$ cat src/rtl/decode_defines.svh
`ifndef DECODE_DEFINES_SVH
`define DECODE_DEFINES_SVH

`define XLEN 64
`define NUM_REGS 32

// implemented machine CSRs
`define CSR_MSTATUS 12'h300
`define CSR_MTVEC 12'h305
`define CSR_MSCRATCH 12'h340
`define CSR_MEPC 12'h341

// wishbone address bit 12 picks the CSR bank
`define WB_CSR_SEL 12

// instruction fields
`define OPCODE_FIELD 6:0
`define RD_FIELD 11:7
`define FUNCT3_FIELD 14:12
`define RS1_FIELD 19:15
`define RS2_FIELD 24:20
`define FUNCT7_FIELD 31:25
`define CSR_FIELD 31:20

`endif

$ cat src/rtl/decodePkg.sv
`include "decode_defines.svh"

package decodePkg;

    typedef logic [`XLEN-1:0] word_t;
    typedef logic [$clog2(`NUM_REGS)-1:0] regAddr_t;
    typedef logic [11:0] csrAddr_t;
    typedef logic [31:0] instr_t;

    typedef enum logic [6:0] {
        OPC_LOAD      = 7'b0000011,
        OPC_OP_IMM    = 7'b0010011,
        OPC_AUIPC     = 7'b0010111,
        OPC_OP_IMM_32 = 7'b0011011,
        OPC_STORE     = 7'b0100011,
        OPC_OP        = 7'b0110011,
        OPC_LUI       = 7'b0110111,
        OPC_OP_32     = 7'b0111011,
        OPC_BRANCH    = 7'b1100011,
        OPC_JALR      = 7'b1100111,
        OPC_JAL       = 7'b1101111,
        OPC_SYSTEM    = 7'b1110011
    } opcode_e;

    typedef enum logic [5:0] {
        ADD, SUB, SLL, SLT, SLTU, XOR, SRL, SRA, OR, AND,
        ADDI, SLTI, SLTIU, XORI, ORI, ANDI, SLLI, SRLI, SRAI,
        ADDW, SUBW, SLLW, SRLW, SRAW, ADDIW, SLLIW, SRLIW, SRAIW,
        LB, LH, LW, LD, LBU, LHU, LWU,
        SB, SH, SW, SD,
        BEQ, BNE, BLT, BGE, BLTU, BGEU,
        JAL, JALR, LUI, AUIPC,
        CSRRW, CSRRS, CSRRC, CSRRWI, CSRRSI, CSRRCI,
        ECALL, UNKNOWN
    } decodeOp_e;

    // standard mcause numbers
    typedef enum logic [3:0] {
        INVALID_INSTR = 4'd2,
        ECALL_FROM_U  = 4'd8,
        ECALL_FROM_S  = 4'd9,
        ECALL_FROM_M  = 4'd11
    } excCause_e;

    typedef enum logic [1:0] {
        U_MODE = 2'd0,
        S_MODE = 2'd1,
        M_MODE = 2'd3
    } privMode_e;

    typedef struct packed {
        logic      valid;
        excCause_e code;
        word_t     value;
    } excData_t;

    typedef struct packed {
        word_t    pc;
        instr_t   instr;
        excData_t exData;
    } fetchData_t;

    typedef struct packed {
        decodeOp_e op;
        logic      regWrite;
        logic      memRead;
        logic      memWrite;
        logic      branch;
        logic      jump;
        logic      csrWrite;
    } decodeCtl_t;

    typedef struct packed {
        word_t      pc;
        instr_t     instr;
        regAddr_t   ra1;
        regAddr_t   ra2;
        regAddr_t   rd;
        word_t      srcA;
        word_t      srcB;
        word_t      csrA;
        word_t      csrB;
        word_t      imm;
        word_t      pcData;
        word_t      memData;
        decodeCtl_t ctl;
        excData_t   exData;
    } decodeData_t;

endpackage

$ cat src/rtl/archState.sv
`include "decode_defines.svh"

module archState import decodePkg::*; (
    input  logic                 clk,
    input  logic                 rstN,
    input  regAddr_t             ra1,
    input  regAddr_t             ra2,
    input  csrAddr_t             csrAddr,
    input  logic                 wbCyc,
    input  logic                 wbStb,
    input  logic                 wbWe,
    input  logic [`WB_CSR_SEL:0] wbAdr,
    input  word_t                wbDatW,
    output word_t                rd1,
    output word_t                rd2,
    output word_t                csrVal,
    output word_t                wbDatR,
    output logic                 wbAck
);

    word_t regs [1:`NUM_REGS-1];
    word_t mstatus;
    word_t mtvec;
    word_t mepc;
    word_t mscratch;
    logic wbReq;
    logic wbCsr;
    regAddr_t wbReg;
    csrAddr_t wbCsrAddr;

    function automatic word_t readReg(input regAddr_t a);
        return (a == '0) ? '0 : regs[a];
    endfunction

    function automatic word_t readCsr(input csrAddr_t a);
        case (a)
            `CSR_MSTATUS: return mstatus;
            `CSR_MTVEC: return mtvec;
            `CSR_MEPC: return mepc;
            `CSR_MSCRATCH: return mscratch;
            default: return '0;
        endcase
    endfunction

    // !wbAck keeps a held strobe from counting twice
    assign wbReq = wbCyc && wbStb && !wbAck;
    assign wbCsr = wbAdr[`WB_CSR_SEL];
    assign wbReg = wbAdr[$bits(regAddr_t)-1:0];
    assign wbCsrAddr = wbAdr[11:0];

    assign rd1 = readReg(ra1);
    assign rd2 = readReg(ra2);
    assign csrVal = readCsr(csrAddr);

    always_ff @(posedge clk) begin
        if (!rstN) begin
            wbAck <= 1'b0;
        end else begin
            wbAck <= wbReq;
        end
    end

    always_ff @(posedge clk) begin
        if (!rstN) begin
            mstatus <= '0;
            mtvec <= '0;
            mepc <= '0;
            mscratch <= '0;
        end else if (wbReq && wbWe && wbCsr) begin
            case (wbCsrAddr)
                `CSR_MSTATUS: mstatus <= wbDatW;
                `CSR_MTVEC: mtvec <= wbDatW;
                `CSR_MEPC: mepc <= wbDatW;
                `CSR_MSCRATCH: mscratch <= wbDatW;
                default: begin
                end
            endcase
        end
    end

    always_ff @(posedge clk) begin
        if (wbReq && wbWe && !wbCsr && wbReg != '0) begin
            regs[wbReg] <= wbDatW;
        end
        if (wbReq) begin
            wbDatR <= wbCsr ? readCsr(wbCsrAddr) : readReg(wbReg);
        end
    end

    ackOnePulse: assert property (@(posedge clk) disable iff (!rstN)
        wbAck |=> !wbAck);

    ackNeedsStrobe: assert property (@(posedge clk) disable iff (!rstN)
        $rose(wbAck) |-> $past(wbCyc && wbStb));

endmodule

$ cat config.mk
export PLATFORM = sky130hd
export DESIGN_NAME = archState
export DESIGN_NICKNAME = d
export VERILOG_FILES = /design/src/rtl/decodePkg.sv /design/src/rtl/archState.sv
export VERILOG_INCLUDE_DIRS = /design/src /design/src/rtl
export SDC_FILE = /design/constraint.sdc
export NUM_CORES = 2
export LEC_CHECK = 0
export BUFFER_PORTS_ARGS = -buffer_cell sky130_fd_sc_hd__clkbuf_2
export CAP_MARGIN = 20
export CORE_MARGIN = 4
export CORE_UTILIZATION = 30
export CTS_CLUSTER_DIAMETER = 40
export CTS_CLUSTER_SIZE = 28
export DETAILED_ROUTE_END_ITERATION = 12
export PLACE_DENSITY = 0.58
export SYNTH_ARGS = -nofsm -noshare
export SYNTH_HDL_FRONTEND = slang
export SYNTH_SLANG_ARGS = --single-unit
$ cat constraint.sdc
create_clock -name clk -period 6.6 [get_ports clk]
set_input_delay 1.32 -clock clk [delete_from_list [all_inputs] [get_ports clk]]
set_output_delay 1.32 -clock clk [all_outputs]
set_load 0.01 [all_outputs]
==> impl_metrics.py <==
metrics = {
    "outcome": {
        "status": "completed",
    },
    "sta": {
        "worstMarginPinSlew_ns": 1.261,
        "fin_crit_sh": 0.8162,
        "hold_violations": 0,
        "maxSlewHeadroom": 0.1594,
        "rsz0062_at_grt": "false",
        "fmax_mhz": 185.6,
        "slew_violations": 0,
        "holdWs_ns": 0.4669,
        "finalSetupViolations": 0,
        "finalCriticalPeriod_ns": 5.387,
        "skew_ns": 0.04607,
    },
    "clocking": {
        "cts_buffer_depth": 4,
        "path_clk_slew_ns": 0.05,
        "post_cts_resize_count": 0,
        "cts_buffers": 388,
        "postCtsSetupBuffers": 0,
        "ctsHoldBuffers": 0,
        "cts_root_buf": "clkbuf_16",
        "clk_latency_ns": 0.96,
        "cts_num_sinks": 2305,
        "htree_levels": 5,
        "cts_tree": "built",
    },
    "finish": {
        "drive_gt1_frac": 0.3530,
        "nets": 7776,
        "postLayoutCellArea_um2": 144400,
        "stdcell_count": 13430,
        "final_core_util": 0.3585,
        "syn_to_final_growth_pct": 18.96,
    },
    "detailed_routing": {
        "detail_route.iter0.violations": 11850,
        "drtAntennaViolNets": 0,
        "drc": 0,
        "wl_per_cell_um": 35.04,
        "vias": 82260,
        "firstDrtPassIters": 7,
        "vias_per_cell": 6.124,
        "routed_wl_um": 470600,
    },
    "setup_path": {
        "arrival_ns": 4.07,
        "worstPathBufferInverterCount": 4,
        "slowest_stage": "buf_8",
        "cp_max_fo": 75,
        "critical_path.max_stage_delay_ns": 0.56,
        "crit_type": "input pin to output port",
        "cp_top_family": "buffers and inverters",
        "end_kind": "output port",
        "startpoint_type": "input pin",
        "required_ns": 5.28,
        "crit_chain": "buf_8 > buf_12 > buf_4 > mux4_2 > mux2i_1 > a21oi_1 > a22o_1 > clkbuf_2",
    },
    "logic_synthesis": {
        "synth_area_um2": 121400,
        "synthAdderAreaFrac": 0,
        "syn_area_per_cell_um2": 16.57,
        "synthCells": 7326,
        "synthTopCellsByCount": "edfxtp_1, mux4_2, nand2_1, mux2i_1, clkbuf_1",
        "ys.warnings.count": 0,
        "synth_seq_cells": 2305,
        "yosysMostFrequentCell": "edfxtp_1",
        "synth_edf_count": 2048,
        "synth_top_family_by_area": "multiplexers",
        "yosysTopAreaCellShare": 0.5065,
        "yosys.area_share.simple": 0.03441,
        "synth_seq_area_share": 0.5489,
        "async_flop_share": 0,
        "yosys-top-cells-area": "edfxtp_1, mux4_2, mux2i_1, dfxtp_1, nand2_1",
        "synthMuxAreaShare": 0.3124,
        "synth_ff_type": "edfxtp_1",
        "synth_nets": 7430,
        "ys_types": 47,
        "yosysTopAreaCell": "edfxtp_1",
        "synth-xor-area-share": 0,
        "synth_compound_area_frac": 0.07791,
    },
    "die": {
        "initial_core_util": 0.3013,
        "core_area_um2": 402900,
        "pin_count": 361,
        "die_area_um2": 414900,
        "die_w_um": 644.2,
        "std_cell_rows": 233,
        "die_y_um": 644.2,
    },
    "power": {
        "powerDensity_nw_per_um2": 279.9,
        "vdd_drop_max_mv": 0.2336,
        "power.leakage_uw": 0.04673,
    },
    "global_routing": {
        "grt_pass1_vias": 82710,
        "grtUsageTotal": 0.2191,
        "grt_max_degree": 165,
        "grt_first_pass_wirelength_um": 649100,
        "overflow": 0,
        "antenna_found_initial": 36,
    },
    "place": {
        "routabilityCongestion": 0.8195,
        "placed_cell_area_um2": 130700,
        "hpwl_um": 272100,
        "dp.cells": 12690,
        "io_buffers": 360,
    },
    "run": {
        "cap_violations": 0,
    },
    "min_path": {
        "worstHoldPathType": "flip-flop to flip-flop",
    },
}
-- placed cells by master (no fill, tap or decap), types with 57 or more instances in the layout --
master | synthesis | final
edfxtp_1 | 2048 | 2048
mux4_2 | 1444 | 1444
nand2_1 | 775 | 771
mux2i_1 | 540 | 540
clkbuf_16 | 0 | 399
clkbuf_2 | 0 | 345
dfxtp_1 | 257 | 257
a21boi_1 | 240 | 240
buf_4 | 47 | 207
a21oi_1 | 205 | 205
nor2_1 | 227 | 194
a22o_1 | 192 | 192
a211oi_1 | 172 | 172
buf_12 | 0 | 90
a222oi_1 | 64 | 64
a22oi_1 | 64 | 64
a41oi_1 | 64 | 64
o21ai_0 | 64 | 64
o22ai_1 | 64 | 64
a221oi_1 | 64 | 64
o2bb2ai_1 | 64 | 64
inv_6 | 0 | 57
-- sequential cells by signal (all words and copies together), names as in the netlist --
| name | count |
|---|---|
| mepc | 64 |
| mscratch | 64 |
| mstatus | 64 |
| mtvec | 64 |
| regs | 1984 |
| wbAck | 1 |
| wbDatR | 64 |
-- cell type report --
cell class	count	area (um2)
clock inverter	286	3473
fill	37580	258500
timing repair buffer	657	5295
multi-input combinational	4316	51990
tap	5405	6763
antenna	18	45.04
clock buffer	440	10210
sequential	2305	66640
inverter	4	17.52
-- power breakdown --
group | internal (uW) | switching, uW
logic | 1410 | 2050
clock network | 13100 | 7890
registers | 15900 | 22.7
-- routing by layer --
metal / up-vias / GRT usage / wire length [um]
li1: 31850 / - / -
met1: 43320 / 0.2774 / 171700
met2: 5861 / 0.3528 / 223000
met3: 1221 / 0.04951 / 49860
met4: 6 / 0.1106 / 26140
met5: - / 0 / 41
-- cells by family after synthesis --
kind of cell    count (synthesis)
flops                        2305
compound gates               1275
mux                          1984
buf+inv                       705
simple gates                 1057
-- final timing paths --
path / endpoint / cells after the start / slack (ns) / startpoint
setup / recovery: rd1[16] / 8 / 1.21 / ra1[2]
hold reg to reg: mscratch[33]$_SDFFE_PN0P_ / 2 / 0.47 / mscratch[33]$_SDFFE_PN0P_
hold / removal: mscratch[33]$_SDFFE_PN0P_ / 2 / 0.47 / mscratch[33]$_SDFFE_PN0P_
setup reg to reg: mtvec[4]$_SDFFE_PN0P_ / 7 / 2.66 / wbAck$_SDFF_PN0_
-- stage by stage --
| step | total power, uW | setup TNS [ns] | setup WS (ns) |
|---|---|---|---|
| after floorplan | 18290 | -467.29 | -0.6099 |
| after global placement | 19690 | 0 | 1.236 |
| after detailed placement | 19720 | 0 | 1.227 |
| after CTS | 40740 | 0 | 1.218 |
| after global routing | 41620 | 0 | 1.152 |
| final | 40420 | 0 | 1.213 |
-- tightest hold or removal path, delay by kind of cell (launching register included) --
family          cells  cell delay (ns)
flops               1             0.31
simple gates        1             0.06
compound gates      1             0.05
(Power assumes the default switching activity.)
