### src/rtl/decode_defines.svh
`ifndef DECODE_DEFINES_SVH
`define DECODE_DEFINES_SVH

`define XLEN 64
`define NUM_REGS 32

// implemented machine CSRs
`define CSR_MSTATUS 12'h300
`define CSR_MTVEC 12'h305
`define CSR_MSCRATCH 12'h340
`define CSR_MEPC 12'h341

// wishbone address bit 12 picks the CSR bank
`define WB_CSR_SEL 12

// instruction fields
`define OPCODE_FIELD 6:0
`define RD_FIELD 11:7
`define FUNCT3_FIELD 14:12
`define RS1_FIELD 19:15
`define RS2_FIELD 24:20
`define FUNCT7_FIELD 31:25
`define CSR_FIELD 31:20

`endif

### src/rtl/decodePkg.sv
`include "decode_defines.svh"

package decodePkg;

    typedef logic [`XLEN-1:0] word_t;
    typedef logic [$clog2(`NUM_REGS)-1:0] regAddr_t;
    typedef logic [11:0] csrAddr_t;
    typedef logic [31:0] instr_t;

    typedef enum logic [6:0] {
        OPC_LOAD      = 7'b0000011,
        OPC_OP_IMM    = 7'b0010011,
        OPC_AUIPC     = 7'b0010111,
        OPC_OP_IMM_32 = 7'b0011011,
        OPC_STORE     = 7'b0100011,
        OPC_OP        = 7'b0110011,
        OPC_LUI       = 7'b0110111,
        OPC_OP_32     = 7'b0111011,
        OPC_BRANCH    = 7'b1100011,
        OPC_JALR      = 7'b1100111,
        OPC_JAL       = 7'b1101111,
        OPC_SYSTEM    = 7'b1110011
    } opcode_e;

    typedef enum logic [5:0] {
        ADD, SUB, SLL, SLT, SLTU, XOR, SRL, SRA, OR, AND,
        ADDI, SLTI, SLTIU, XORI, ORI, ANDI, SLLI, SRLI, SRAI,
        ADDW, SUBW, SLLW, SRLW, SRAW, ADDIW, SLLIW, SRLIW, SRAIW,
        LB, LH, LW, LD, LBU, LHU, LWU,
        SB, SH, SW, SD,
        BEQ, BNE, BLT, BGE, BLTU, BGEU,
        JAL, JALR, LUI, AUIPC,
        CSRRW, CSRRS, CSRRC, CSRRWI, CSRRSI, CSRRCI,
        ECALL, UNKNOWN
    } decodeOp_e;

    // standard mcause numbers
    typedef enum logic [3:0] {
        INVALID_INSTR = 4'd2,
        ECALL_FROM_U  = 4'd8,
        ECALL_FROM_S  = 4'd9,
        ECALL_FROM_M  = 4'd11
    } excCause_e;

    typedef enum logic [1:0] {
        U_MODE = 2'd0,
        S_MODE = 2'd1,
        M_MODE = 2'd3
    } privMode_e;

    typedef struct packed {
        logic      valid;
        excCause_e code;
        word_t     value;
    } excData_t;

    typedef struct packed {
        word_t    pc;
        instr_t   instr;
        excData_t exData;
    } fetchData_t;

    typedef struct packed {
        decodeOp_e op;
        logic      regWrite;
        logic      memRead;
        logic      memWrite;
        logic      branch;
        logic      jump;
        logic      csrWrite;
    } decodeCtl_t;

    typedef struct packed {
        word_t      pc;
        instr_t     instr;
        regAddr_t   ra1;
        regAddr_t   ra2;
        regAddr_t   rd;
        word_t      srcA;
        word_t      srcB;
        word_t      csrA;
        word_t      csrB;
        word_t      imm;
        word_t      pcData;
        word_t      memData;
        decodeCtl_t ctl;
        excData_t   exData;
    } decodeData_t;

endpackage

### src/rtl/decoder.sv
`include "decode_defines.svh"

module decoder import decodePkg::*; (
    input  instr_t     instr,
    output decodeCtl_t ctl
);

    opcode_e opcode;
    logic [2:0] funct3;
    logic [6:0] funct7;
    decodeOp_e op;

    assign opcode = opcode_e'(instr[`OPCODE_FIELD]);
    assign funct3 = instr[`FUNCT3_FIELD];
    assign funct7 = instr[`FUNCT7_FIELD];

    always_comb begin
        op = UNKNOWN;
        case (opcode)
            OPC_OP: begin
                case ({funct7, funct3})
                    {7'h00, 3'h0}: op = ADD;
                    {7'h20, 3'h0}: op = SUB;
                    {7'h00, 3'h1}: op = SLL;
                    {7'h00, 3'h2}: op = SLT;
                    {7'h00, 3'h3}: op = SLTU;
                    {7'h00, 3'h4}: op = XOR;
                    {7'h00, 3'h5}: op = SRL;
                    {7'h20, 3'h5}: op = SRA;
                    {7'h00, 3'h6}: op = OR;
                    {7'h00, 3'h7}: op = AND;
                    default: op = UNKNOWN;
                endcase
            end
            OPC_OP_IMM: begin
                case (funct3)
                    3'h0: op = ADDI;
                    3'h2: op = SLTI;
                    3'h3: op = SLTIU;
                    3'h4: op = XORI;
                    3'h6: op = ORI;
                    3'h7: op = ANDI;
                    // rv64 shifts carry a 6 bit shamt
                    3'h1: op = (funct7[6:1] == 6'h00) ? SLLI : UNKNOWN;
                    3'h5: op = (funct7[6:1] == 6'h00) ? SRLI :
                               (funct7[6:1] == 6'h10) ? SRAI : UNKNOWN;
                    default: op = UNKNOWN;
                endcase
            end
            OPC_OP_IMM_32: begin
                case ({funct7, funct3})
                    {7'h00, 3'h1}: op = SLLIW;
                    {7'h00, 3'h5}: op = SRLIW;
                    {7'h20, 3'h5}: op = SRAIW;
                    default: op = (funct3 == 3'h0) ? ADDIW : UNKNOWN;
                endcase
            end
            OPC_OP_32: begin
                case ({funct7, funct3})
                    {7'h00, 3'h0}: op = ADDW;
                    {7'h20, 3'h0}: op = SUBW;
                    {7'h00, 3'h1}: op = SLLW;
                    {7'h00, 3'h5}: op = SRLW;
                    {7'h20, 3'h5}: op = SRAW;
                    default: op = UNKNOWN;
                endcase
            end
            OPC_LOAD: begin
                case (funct3)
                    3'h0: op = LB;
                    3'h1: op = LH;
                    3'h2: op = LW;
                    3'h3: op = LD;
                    3'h4: op = LBU;
                    3'h5: op = LHU;
                    3'h6: op = LWU;
                    default: op = UNKNOWN;
                endcase
            end
            OPC_STORE: begin
                case (funct3)
                    3'h0: op = SB;
                    3'h1: op = SH;
                    3'h2: op = SW;
                    3'h3: op = SD;
                    default: op = UNKNOWN;
                endcase
            end
            OPC_BRANCH: begin
                case (funct3)
                    3'h0: op = BEQ;
                    3'h1: op = BNE;
                    3'h4: op = BLT;
                    3'h5: op = BGE;
                    3'h6: op = BLTU;
                    3'h7: op = BGEU;
                    default: op = UNKNOWN;
                endcase
            end
            OPC_JAL: op = JAL;
            OPC_JALR: op = (funct3 == 3'h0) ? JALR : UNKNOWN;
            OPC_LUI: op = LUI;
            OPC_AUIPC: op = AUIPC;
            OPC_SYSTEM: begin
                case (funct3)
                    3'h0: op = (instr == 32'h0000_0073) ? ECALL : UNKNOWN;
                    3'h1: op = CSRRW;
                    3'h2: op = CSRRS;
                    3'h3: op = CSRRC;
                    3'h5: op = CSRRWI;
                    3'h6: op = CSRRSI;
                    3'h7: op = CSRRCI;
                    default: op = UNKNOWN;
                endcase
            end
            default: op = UNKNOWN;
        endcase
    end

    // flags follow from the op alone
    always_comb begin
        ctl = '0;
        ctl.op = op;
        case (op)
            LB, LH, LW, LD, LBU, LHU, LWU: begin
                ctl.regWrite = 1'b1;
                ctl.memRead = 1'b1;
            end
            SB, SH, SW, SD: ctl.memWrite = 1'b1;
            BEQ, BNE, BLT, BGE, BLTU, BGEU: ctl.branch = 1'b1;
            JAL, JALR: begin
                ctl.regWrite = 1'b1;
                ctl.jump = 1'b1;
            end
            CSRRW, CSRRS, CSRRC, CSRRWI, CSRRSI, CSRRCI: begin
                ctl.regWrite = 1'b1;
                ctl.csrWrite = 1'b1;
            end
            ECALL, UNKNOWN: ctl.regWrite = 1'b0;
            default: ctl.regWrite = 1'b1;
        endcase
    end

endmodule

### src/rtl/immExtend.sv
`include "decode_defines.svh"

module immExtend import decodePkg::*; (
    input  instr_t    instr,
    input  decodeOp_e op,
    output word_t     immOut
);

    always_comb begin
        case (op)
            ADDI, SLTI, SLTIU, XORI, ORI, ANDI, SLLI, SRLI, SRAI,
            ADDIW, SLLIW, SRLIW, SRAIW,
            LB, LH, LW, LD, LBU, LHU, LWU, JALR:
                immOut = {{(`XLEN-12){instr[31]}}, instr[31:20]};
            SB, SH, SW, SD:
                immOut = {{(`XLEN-12){instr[31]}}, instr[31:25], instr[11:7]};
            BEQ, BNE, BLT, BGE, BLTU, BGEU:
                immOut = {{(`XLEN-13){instr[31]}}, instr[31], instr[7],
                          instr[30:25], instr[11:8], 1'b0};
            LUI, AUIPC:
                immOut = {{(`XLEN-32){instr[31]}}, instr[31:12], 12'b0};
            JAL:
                immOut = {{(`XLEN-21){instr[31]}}, instr[31], instr[19:12],
                          instr[20], instr[30:21], 1'b0};
            // uimm sits in the rs1 slot
            CSRRWI, CSRRSI, CSRRCI:
                immOut = {{(`XLEN-5){1'b0}}, instr[`RS1_FIELD]};
            default:
                immOut = '0;
        endcase
    end

endmodule

### src/rtl/operandSelect.sv
`include "decode_defines.svh"

module operandSelect import decodePkg::*; (
    input  word_t     pc,
    input  decodeOp_e op,
    input  word_t     rd1,
    input  word_t     rd2,
    input  word_t     imm,
    input  word_t     csrVal,
    output word_t     srcA,
    output word_t     srcB,
    output word_t     csrB
);

    always_comb begin
        case (op)
            AUIPC, JAL, BEQ, BNE, BLT, BGE, BLTU, BGEU: srcA = pc;
            LUI: srcA = '0;
            default: srcA = rd1;
        endcase
    end

    always_comb begin
        case (op)
            ADDI, SLTI, SLTIU, XORI, ORI, ANDI, SLLI, SRLI, SRAI,
            ADDIW, SLLIW, SRLIW, SRAIW,
            LB, LH, LW, LD, LBU, LHU, LWU,
            SB, SH, SW, SD, LUI, AUIPC: srcB = imm;
            // link address is base plus 4
            JAL, JALR: srcB = `XLEN'(4);
            default: srcB = rd2;
        endcase
    end

    // other ops write the CSR back unchanged
    always_comb begin
        case (op)
            CSRRW, CSRRS, CSRRC: csrB = rd1;
            CSRRWI, CSRRSI, CSRRCI: csrB = imm;
            default: csrB = csrVal;
        endcase
    end

endmodule

### src/rtl/decodeStage.sv
`include "decode_defines.svh"

module decodeStage import decodePkg::*; (
    input  fetchData_t  dataF,
    input  word_t       rd1,
    input  word_t       rd2,
    input  word_t       csrVal,
    input  privMode_e   privMode,
    output regAddr_t    ra1,
    output regAddr_t    ra2,
    output csrAddr_t    csrAddr,
    output decodeData_t dataD
);

    decodeCtl_t ctl;
    word_t imm;
    word_t srcA;
    word_t srcB;
    word_t csrB;
    excData_t exc;
    logic isStore;

    decoder uDecoder (
        .instr(dataF.instr),
        .ctl  (ctl)
    );

    immExtend uImmExtend (
        .instr (dataF.instr),
        .op    (ctl.op),
        .immOut(imm)
    );

    operandSelect uOperandSelect (
        .pc    (dataF.pc),
        .op    (ctl.op),
        .rd1   (rd1),
        .rd2   (rd2),
        .imm   (imm),
        .csrVal(csrVal),
        .srcA  (srcA),
        .srcB  (srcB),
        .csrB  (csrB)
    );

    assign ra1 = dataF.instr[`RS1_FIELD];
    assign ra2 = dataF.instr[`RS2_FIELD];
    assign csrAddr = dataF.instr[`CSR_FIELD];
    assign isStore = ctl.op inside {SB, SH, SW, SD};

    always_comb begin
        exc = '0;
        if (ctl.op == UNKNOWN) begin
            exc.valid = 1'b1;
            exc.code = INVALID_INSTR;
            exc.value = dataF.pc;
        end else if (ctl.op == ECALL) begin
            exc.valid = 1'b1;
            case (privMode)
                U_MODE: exc.code = ECALL_FROM_U;
                S_MODE: exc.code = ECALL_FROM_S;
                default: exc.code = ECALL_FROM_M;
            endcase
        end
    end

    assign dataD.pc = dataF.pc;
    assign dataD.instr = dataF.instr;
    assign dataD.ra1 = ra1;
    assign dataD.ra2 = ra2;
    assign dataD.rd = dataF.instr[`RD_FIELD];
    assign dataD.srcA = srcA;
    assign dataD.srcB = srcB;
    assign dataD.csrA = csrVal;
    assign dataD.csrB = csrB;
    assign dataD.imm = imm;
    // jump base only for jalr
    assign dataD.pcData = (ctl.op == JALR) ? rd1 : '0;
    assign dataD.memData = isStore ? rd2 : '0;
    // an earlier fault wins and kills the instruction
    assign dataD.ctl = dataF.exData.valid ? '0 : ctl;
    assign dataD.exData = dataF.exData.valid ? dataF.exData : exc;

endmodule

### config.mk
export PLATFORM = sky130hd
export DESIGN_NAME = decodeStage
export DESIGN_NICKNAME = d
export VERILOG_FILES = /design/src/rtl/decodePkg.sv /design/src/rtl/decoder.sv /design/src/rtl/immExtend.sv /design/src/rtl/operandSelect.sv /design/src/rtl/decodeStage.sv
export VERILOG_INCLUDE_DIRS = /design/src /design/src/rtl
export SDC_FILE = /design/constraint.sdc
export NUM_CORES = 1
export LEC_CHECK = 0
export BUFFER_PORTS_ARGS = -buffer_cell sky130_fd_sc_hd__buf_2
export CAP_MARGIN = 15
export CORE_AREA = 2 2 400 402
export DETAILED_ROUTE_END_ITERATION = 16
export DIE_AREA = 0 0 402 404
export PLACE_DENSITY = 0.3
export SYNTH_ARGS = -nofsm -noshare
export SYNTH_HDL_FRONTEND = slang
export SYNTH_SLANG_ARGS = --single-unit
### constraint.sdc
create_clock -name vclk -period 6.22
set_input_delay 0.311 -clock vclk [all_inputs]
set_output_delay 0.311 -clock vclk [all_outputs]
set_load 0.02 [all_outputs]
==> results of run 1 <==
==> routing by layer <==
layer / vias to the layer above / GRT usage, %
met5: - / 0
met4: 26 / 2.20
met3: 167 / 2.43
met2: 797 / 23.7
met1: 6101 / 14.7
li1: 5587 / -
==> power by group through the flow <==
stage / Combinational, uW / Sequential (uW) / Clock (uW)
floorplan: 668 / 0 / 0
CTS: 1220 / 0 / 0
global placement: 1220 / 0 / 0
global route: 1260 / 0 / 0.000129
detailed placement: 1210 / 0 / 0
finish: 1190 / 0 / 0.000113
==> stage by stage <==
step	cell area, um2	power (uW)	instances	util (%)	hold WS, ps
finish	13400	1190	4069	8.51	856
detailed placement	13400	1210	4049	8.48	855
global placement	13400	1220	4049	8.48	858
global route	13400	1260	4055	8.49	860
floorplan	7590	668	1271	-	735
CTS	13400	1220	4049	8.48	856
==> layout make-up <==
class	instances	area, um2	area share [%]
timing repair buffer	1042	5300	39.4
multi-input combinational	928	5470	40.7
inverter	7	26.3	0.196
tap	2072	2590	19.3
antenna	20	50.0	0.373
==> kinds of logic after synthesis <==
group / count (synthesis) / synth area share (%)
XOR/XNOR: 4 / 0.462
buffers and inverters: 343 / 28.9
AND/OR/NAND/NOR: 565 / 36.9
multiplexers: 3 / 0.429
AO/OA/AOI/OAI: 355 / 33.2
adder cells (fa/ha/maj): 1 / 0.132
==> critical path, stage by stage <==
cell       delay [ps]
buf_2             200
nor4_1            760
nand4_1           480
or3_1             440
a31oi_1           250
o2111ai_1         350
o2111a_1          240
a21oi_1           160
nand3_2           330
nor3_4            290
buf_4             490
a221o_1           250
buf_2             170
==> worst max-delay path by stage <==
stage / cells after the start / to / startpoint
floorplan: 12 / dataD[241] / dataF[95]
global placement: 12 / dataD[411] / dataF[76]
detailed placement: 13 / dataD[419] / dataF[76]
CTS: 13 / dataD[419] / dataF[76]
global route: 12 / dataD[419] / dataF[76]
finish: 13 / dataD[414] / dataF[76]
==> cell usage in the layout (no fill, tap or decap), drive strengths merged, types with 9 or more instances in the layout <==
master and n:
nor2b 12, or3 9, a221o 27, nand2 284
nand2b 9, o21ai 140, nand3 11, buf 1042
a21o 50, a21oi 18, nor4 12, diode 20
nor3 18, and2 143, a22o 70, nor2 39
==> qor.txt, run 1 <==
Post-synthesis cell area: 0.00759 mm2
Clk pwr share: 0%
Hold buffer count at cts: 0
Vias in the first global route: 11800
Drt initial violations: 838
Leakage power: 0.00721 uW
VDD IR max: 0.0424 mV
Seq cells: 0
Core Rows: 146
Max Clk Rate: 0.197 GHz
Pwr Density: 88.5 mW/mm2
Via count: 12700
Dpl ws: 1060 ps
Register area: 0 um2
Fin nets: 2338
Post-synth top area share: 23.0%
Routed wl met3: 7.41 mm
CP Class: primary input to output pin
Syn nets: 1630
HP Class: primary input to output pin
Number of synthesis warnings: 0
Drt drc: 0
Final period util: 81.5%
Sequential share of power: 0%
# setup viols final: 0
IO buf count: 1021
Filler cells: 18900
Top cells by area, synth: buf_4 (23%), nand2_1 (14%), and2_1 (12%), o21ai_0 (9.0%), a22o_1 (8.1%)
Full die area: 0.162 mm2
Internal power: 351 uW
Arr. time, crit path: 4760 ps
WL met1: 42.1 mm
Switching Share: 70.5%
Die width: 402 um
Status: finished, final reports clean
Final Hold Viols: 0
Logic pwr share: 100.0%
Leading area contributor after synthesis: buf_4
Detailed Place HPWL: 96.7 mm
Mean routed wirelength per cell: 26.8 um
Core Box Area: 0.158 mm2
I/O pin count: 1021
Vias/cell: 3.12
GPL Wtd Cong: 0.801
Max-slew headroom: 26.7%
Distinct cells, synth: 76
Final worst path period need: 5070 ps
Critical Path Sink Type: output pin
Hold path cells: 2
Largest net degree at the start of global routing: 91
Max-slew violation count: 0
Switching power: 838 uW
Final setup TNS: 0 ps
Post-synthesis area per instance: 5.97 um2
Post-DRT Antenna Nets: 0
Hold path startpoint: csrVal[20]
Grt ovf: 0
Detailed Route WL: 109 mm
Post-Syn Instances: 1271
First-pass GRT wire length: 134 mm
RSZ-0062 raised after global routing: false
Post_cts resized: 0
Layout cell share with drive strength beyond 1: 54.8%
Worst Path Required: 5910 ps
Leading cell type by number of instances after synthesis: nand2_1
Max_cap viols: 0
Met2 WL: 56.4 mm
Top routing layer in use: met5
Drt pass-1 iters: 5
Antenna violations before repair: 85
Register area share after synthesis: 0%
P&R area growth vs syn: 77.1%
Postcts setup bufs: 0
CLK BUF: 0
Hold Path End: dataD[357]
Slew @ Worst Pin: 1100 ps
Die Y: 404 um
Top post-synthesis cells by count: nand2_1 (283), buf_4 (232), and2_1 (143)
Worst-path fanout max: 46
Critical path launch point type: primary input
Total global-route track usage: 12.6%
Initial core utilization: 4.81%
Final WS setup: 1150 ps
(Power assumes the default switching activity.)
==> inputs of run 2 (changes only) <==
- ABC_AREA: not set -> 1
- CORE_AREA: 2 2 400 402 -> 2 2 395 397
- DIE_AREA: 0 0 402 404 -> 0 0 397 399
- clock period: 6.22 -> 4.94 ns (I/O delays scaled with it)
==> qor.txt, run 2 <==
Most frequent cells in the layout: buf_2 (1020), nand2_1 (491), inv_1 (254)
Full die area: 0.158 mm2
Fin nets: 2748
Post-DRT Antenna Nets: 0
P&R area growth vs syn: 76.3%
Largest net degree at the start of global routing: 80
Sequential share of power: 0%
Final worst path period need: 4380 ps
Top cells by area, synth: nand2_1 (24%), buf_4 (23%), inv_1 (12%), nor2_1 (12%), o31ai_1 (6.1%)
Drt drc: 0
Max_cap viols: 0
Initial core utilization: 5.10%
Die width: 397 um
RSZ-0062 raised after global routing: false
Final setup TNS: 0 ps
Arr. time, crit path: 4130 ps
Internal power: 389 uW
CP Class: primary input to output pin
Die Y: 399 um
Via count: 13500
Post-synthesis area per instance: 4.77 um2
Post-synth top area share: 23.6%
Switching Share: 71.5%
First-pass GRT wire length: 122 mm
Final period util: 88.6%
Max-slew headroom: 38.9%
Drt pass-1 iters: 5
Critical Path Sink Type: output pin
Post_cts resized: 0
I/O pin count: 1021
Slew @ Worst Pin: 916 ps
Clk pwr share: 0%
CLK BUF: 0
Core Rows: 144
Final Util: 9.00%
Met2 WL: 52.1 mm
Pwr Density: 98.9 mW/mm2
Top post-synthesis cells by count: nand2_1 (494), inv_1 (256), nor2_1 (244)
Status: finished, final reports clean
Syn nets: 2002
Layout cell share with drive strength beyond 1: 45.7%
Max Clk Rate: 0.228 GHz
Vias in the first global route: 12700
Leading cell type by number of instances after synthesis: nand2_1
Detailed Route WL: 98.7 mm
Post-Syn Instances: 1643
Mean routed wirelength per cell: 22.2 um
Leakage power: 0.00870 uW
Register area: 0 um2
Detailed Place HPWL: 90.4 mm
Postcts setup bufs: 0
Final Hold Viols: 0
# setup viols final: 0
Logic pwr share: 100.0%
WL met1: 36.5 mm
Hold buffer count at cts: 0
Leading area contributor after synthesis: nand2_1
Worst-path fanout max: 31
Post-synthesis cell area: 0.00784 mm2
Critical path launch point type: primary input
IO buf count: 1021
VDD IR max: 0.0443 mV
Register area share after synthesis: 0%
Vias/cell: 3.04
Antenna violations before repair: 52
Core Box Area: 0.154 mm2
GPL Wtd Cong: 0.873
Drt initial violations: 850
HP Class: primary input to output pin
Top routing layer in use: met5
Max-slew violation count: 0
Worst Path Required: 4690 ps
Most common cell after layout, fill and taps aside: buf_2
Seq cells: 0
Switching power: 978 uW
Total global-route track usage: 11.5%
Grt ovf: 0
Number of synthesis warnings: 0
Distinct cells, synth: 27
Routed wl met3: 8.39 mm
-- run 2: per-stage QoR --
stage	setup WS [ps]	total power [uW]	area, um2	hold WS (ps)	instances
2_1_floorplan	1790	752	7840	607	1643
3_3_place_gp	435	1410	13800	730	4431
3_5_place_dp	476	1400	13800	729	4431
4_1_cts	464	1410	13800	729	4431
5_1_grt	170	1470	13800	734	4434
6_report	562	1370	13800	728	4444
-- run 2: cells by family (layout without fill, tap and decap cells) --
logic type	Yosys count	count (layout)	synth area share [%]
and+or+nand+nor	835	835	42.4
other	0	13	0
buffers and inverters	577	1321	39.5
AOI/OAI and AO/OA	231	231	18.2
-- run 2: worst paths after layout --
kind / start / endpoint / cells after the start
min: dataF[70] / dataD[545] / 2
max: dataF[74] / dataD[295] / 16
-- run 2: layout make-up --
type               count  area (um2)
fillers            18600      140000
multi-input cells   1066        4790
diodes                13        32.5
well taps           2044        2560
repair buffers      1059        5460
inverters            262         986
-- run 2: worst max-delay path: stages --
cell and delay (ps):
buf_2 190, nand2_1 180, nor2_1 250, inv_1 60, nor2_1 470, nand3_1 310
nand3_1 210, inv_1 70, nor2_1 390, o211ai_1 210, nand2_1 120, clkinv_2 500
buf_12 410, nand2_1 100, o21ai_0 80, buf_2 200
-- run 2: power groups by stage --
stage	clock, uW	combinational, uW	sequential [uW]
floorplan	0	752	0
global placement	0	1410	0
detailed placement	0	1400	0
CTS	0	1410	0
global route	0.0000812	1470	0
finish	0.000113	1370	0
-- run 2: layer usage --
metal,vias to the layer above,GRT usage (%)
met5,-,0
met4,16,1.40
met3,93,3.30
met2,700,22.0
met1,6365,12.8
li1,6357,-
==> inputs of run 3 (changes only) <==
- CORE_AREA: 2 2 395 397 -> 4 4 397 399
- DIE_AREA: 0 0 397 399 -> 0 0 401 403
==> qor.txt, run 3 (synthesis results as in run 2) <==
Die Y: 403 um
Critical Path Sink Type: output pin
Dpl ws: 229 ps
Most frequent cells in the layout: buf_2 (1020), nand2_1 (491), inv_1 (254)
Vias/cell: 3.05
Layout cell share with drive strength beyond 1: 45.7%
Pwr Density: 99.3 mW/mm2
I/O pin count: 1021
Core Rows: 144
Internal power: 385 uW
Max-slew violation count: 0
Full die area: 0.162 mm2
Max_cap viols: 0
VDD IR max: 0.0521 mV
WHS: 727 ps
Antenna violations before repair: 46
Max-slew headroom: 33.3%
Most common cell after layout, fill and taps aside: buf_2
Status: finished, final reports clean
Logic pwr share: 100.0%
Postcts setup bufs: 0
Worst Path Required: 4690 ps
Total global-route track usage: 11.3%
Slew @ Worst Pin: 1000 ps
Clk pwr share: 0%
Final worst path period need: 4510 ps
Final setup TNS: 0 ps
RSZ-0062 raised after global routing: false
Die width: 401 um
P&R area growth vs syn: 76.2%
Final WS setup: 428 ps
Largest net degree at the start of global routing: 69
Drt pass-1 iters: 5
Final Util: 8.98%
Sequential share of power: 0%
Seq cells: 0
Switching Share: 72.0%
Worst-path fanout max: 55
Worst setup startpoint: dataF[83]
Switching power: 988 uW
Post-DRT Antenna Nets: 0
Grt ovf: 0
Final Hold Viols: 0
Register area: 0 um2
Post_cts resized: 0
Mean routed wirelength per cell: 22.4 um
First-pass GRT wire length: 125 mm
Final period util: 91.3%
CLK BUF: 0
Arr. time, crit path: 4260 ps
Max Clk Rate: 0.222 GHz
IO buf count: 1021
GPL Wtd Cong: 0.928
Hold path startpoint: dataF[69]
Fin nets: 2747
Vias in the first global route: 13100
Via count: 13600
# setup viols final: 0
HP Class: primary input to output pin
Critical path launch point type: primary input
Drt initial violations: 884
Detailed Route WL: 99.7 mm
Detailed Place HPWL: 89.6 mm
Leakage power: 0.00869 uW
Initial core utilization: 5.10%
Drt drc: 0
CP Class: primary input to output pin
Hold buffer count at cts: 0
Core Box Area: 0.154 mm2
## run 3: per-layer routing
metal | share of wire, % | global-route usage [%]
met2 | 52 | 21.1
met1 | 37 | 12.4
met3 | 7.9 | 3.15
met4 | 3.5 | 3.33
met5 | 0.16 | 0
## run 3: stage by stage
stage	cell area (um2)	total power, uW	cells
after detailed placement	13800	1400	4430
after CTS	13800	1410	4430
after floorplan	7840	752	1643
final	13800	1370	4451
after global routing	13800	1470	4446
after global placement	13800	1410	4429
## run 3: cell type report
| cell class | count | area (um2) |
|---|---|---|
| multi-input combinational | 1066 | 4790 |
| timing repair buffer | 1058 | 5440 |
| tap | 2044 | 2560 |
| fill | 18600 | 140000 |
| antenna | 21 | 52.6 |
| inverter | 262 | 986 |
## run 3: path summary, 6_finish.rpt
kind | cells past startpoint | slack (ps) | end
hold / removal | 2 | 730 | dataD[544]
setup / recovery | 20 | 430 | dataD[279]
## run 3: worst max-delay path, cell delays in order
cell      delay (ps)
buf_2            200
inv_1            380
nand2_1          160
nor2_1           200
nand2_1           70
nor2_1           210
nand2_1          200
nand2_1          130
nand3_1           70
nor2_1           140
nand2_1          130
nor2_1           320
o211ai_1         160
buf_4            230
nand2_1          100
clkinv_2         320
buf_6            380
nand2_1          110
o21ai_0          180
buf_2            250
## run 3: power groups by stage
| stage | registers, uW | logic [uW] | clock network, uW |
|---|---|---|---|
| global placement | 0 | 1410 | 0 |
| CTS | 0 | 1410 | 0 |
| floorplan | 0 | 752 | 0 |
| finish | 0 | 1370 | 0.000367 |
| global route | 0 | 1470 | 0.000442 |
| detailed placement | 0 | 1400 | 0 |
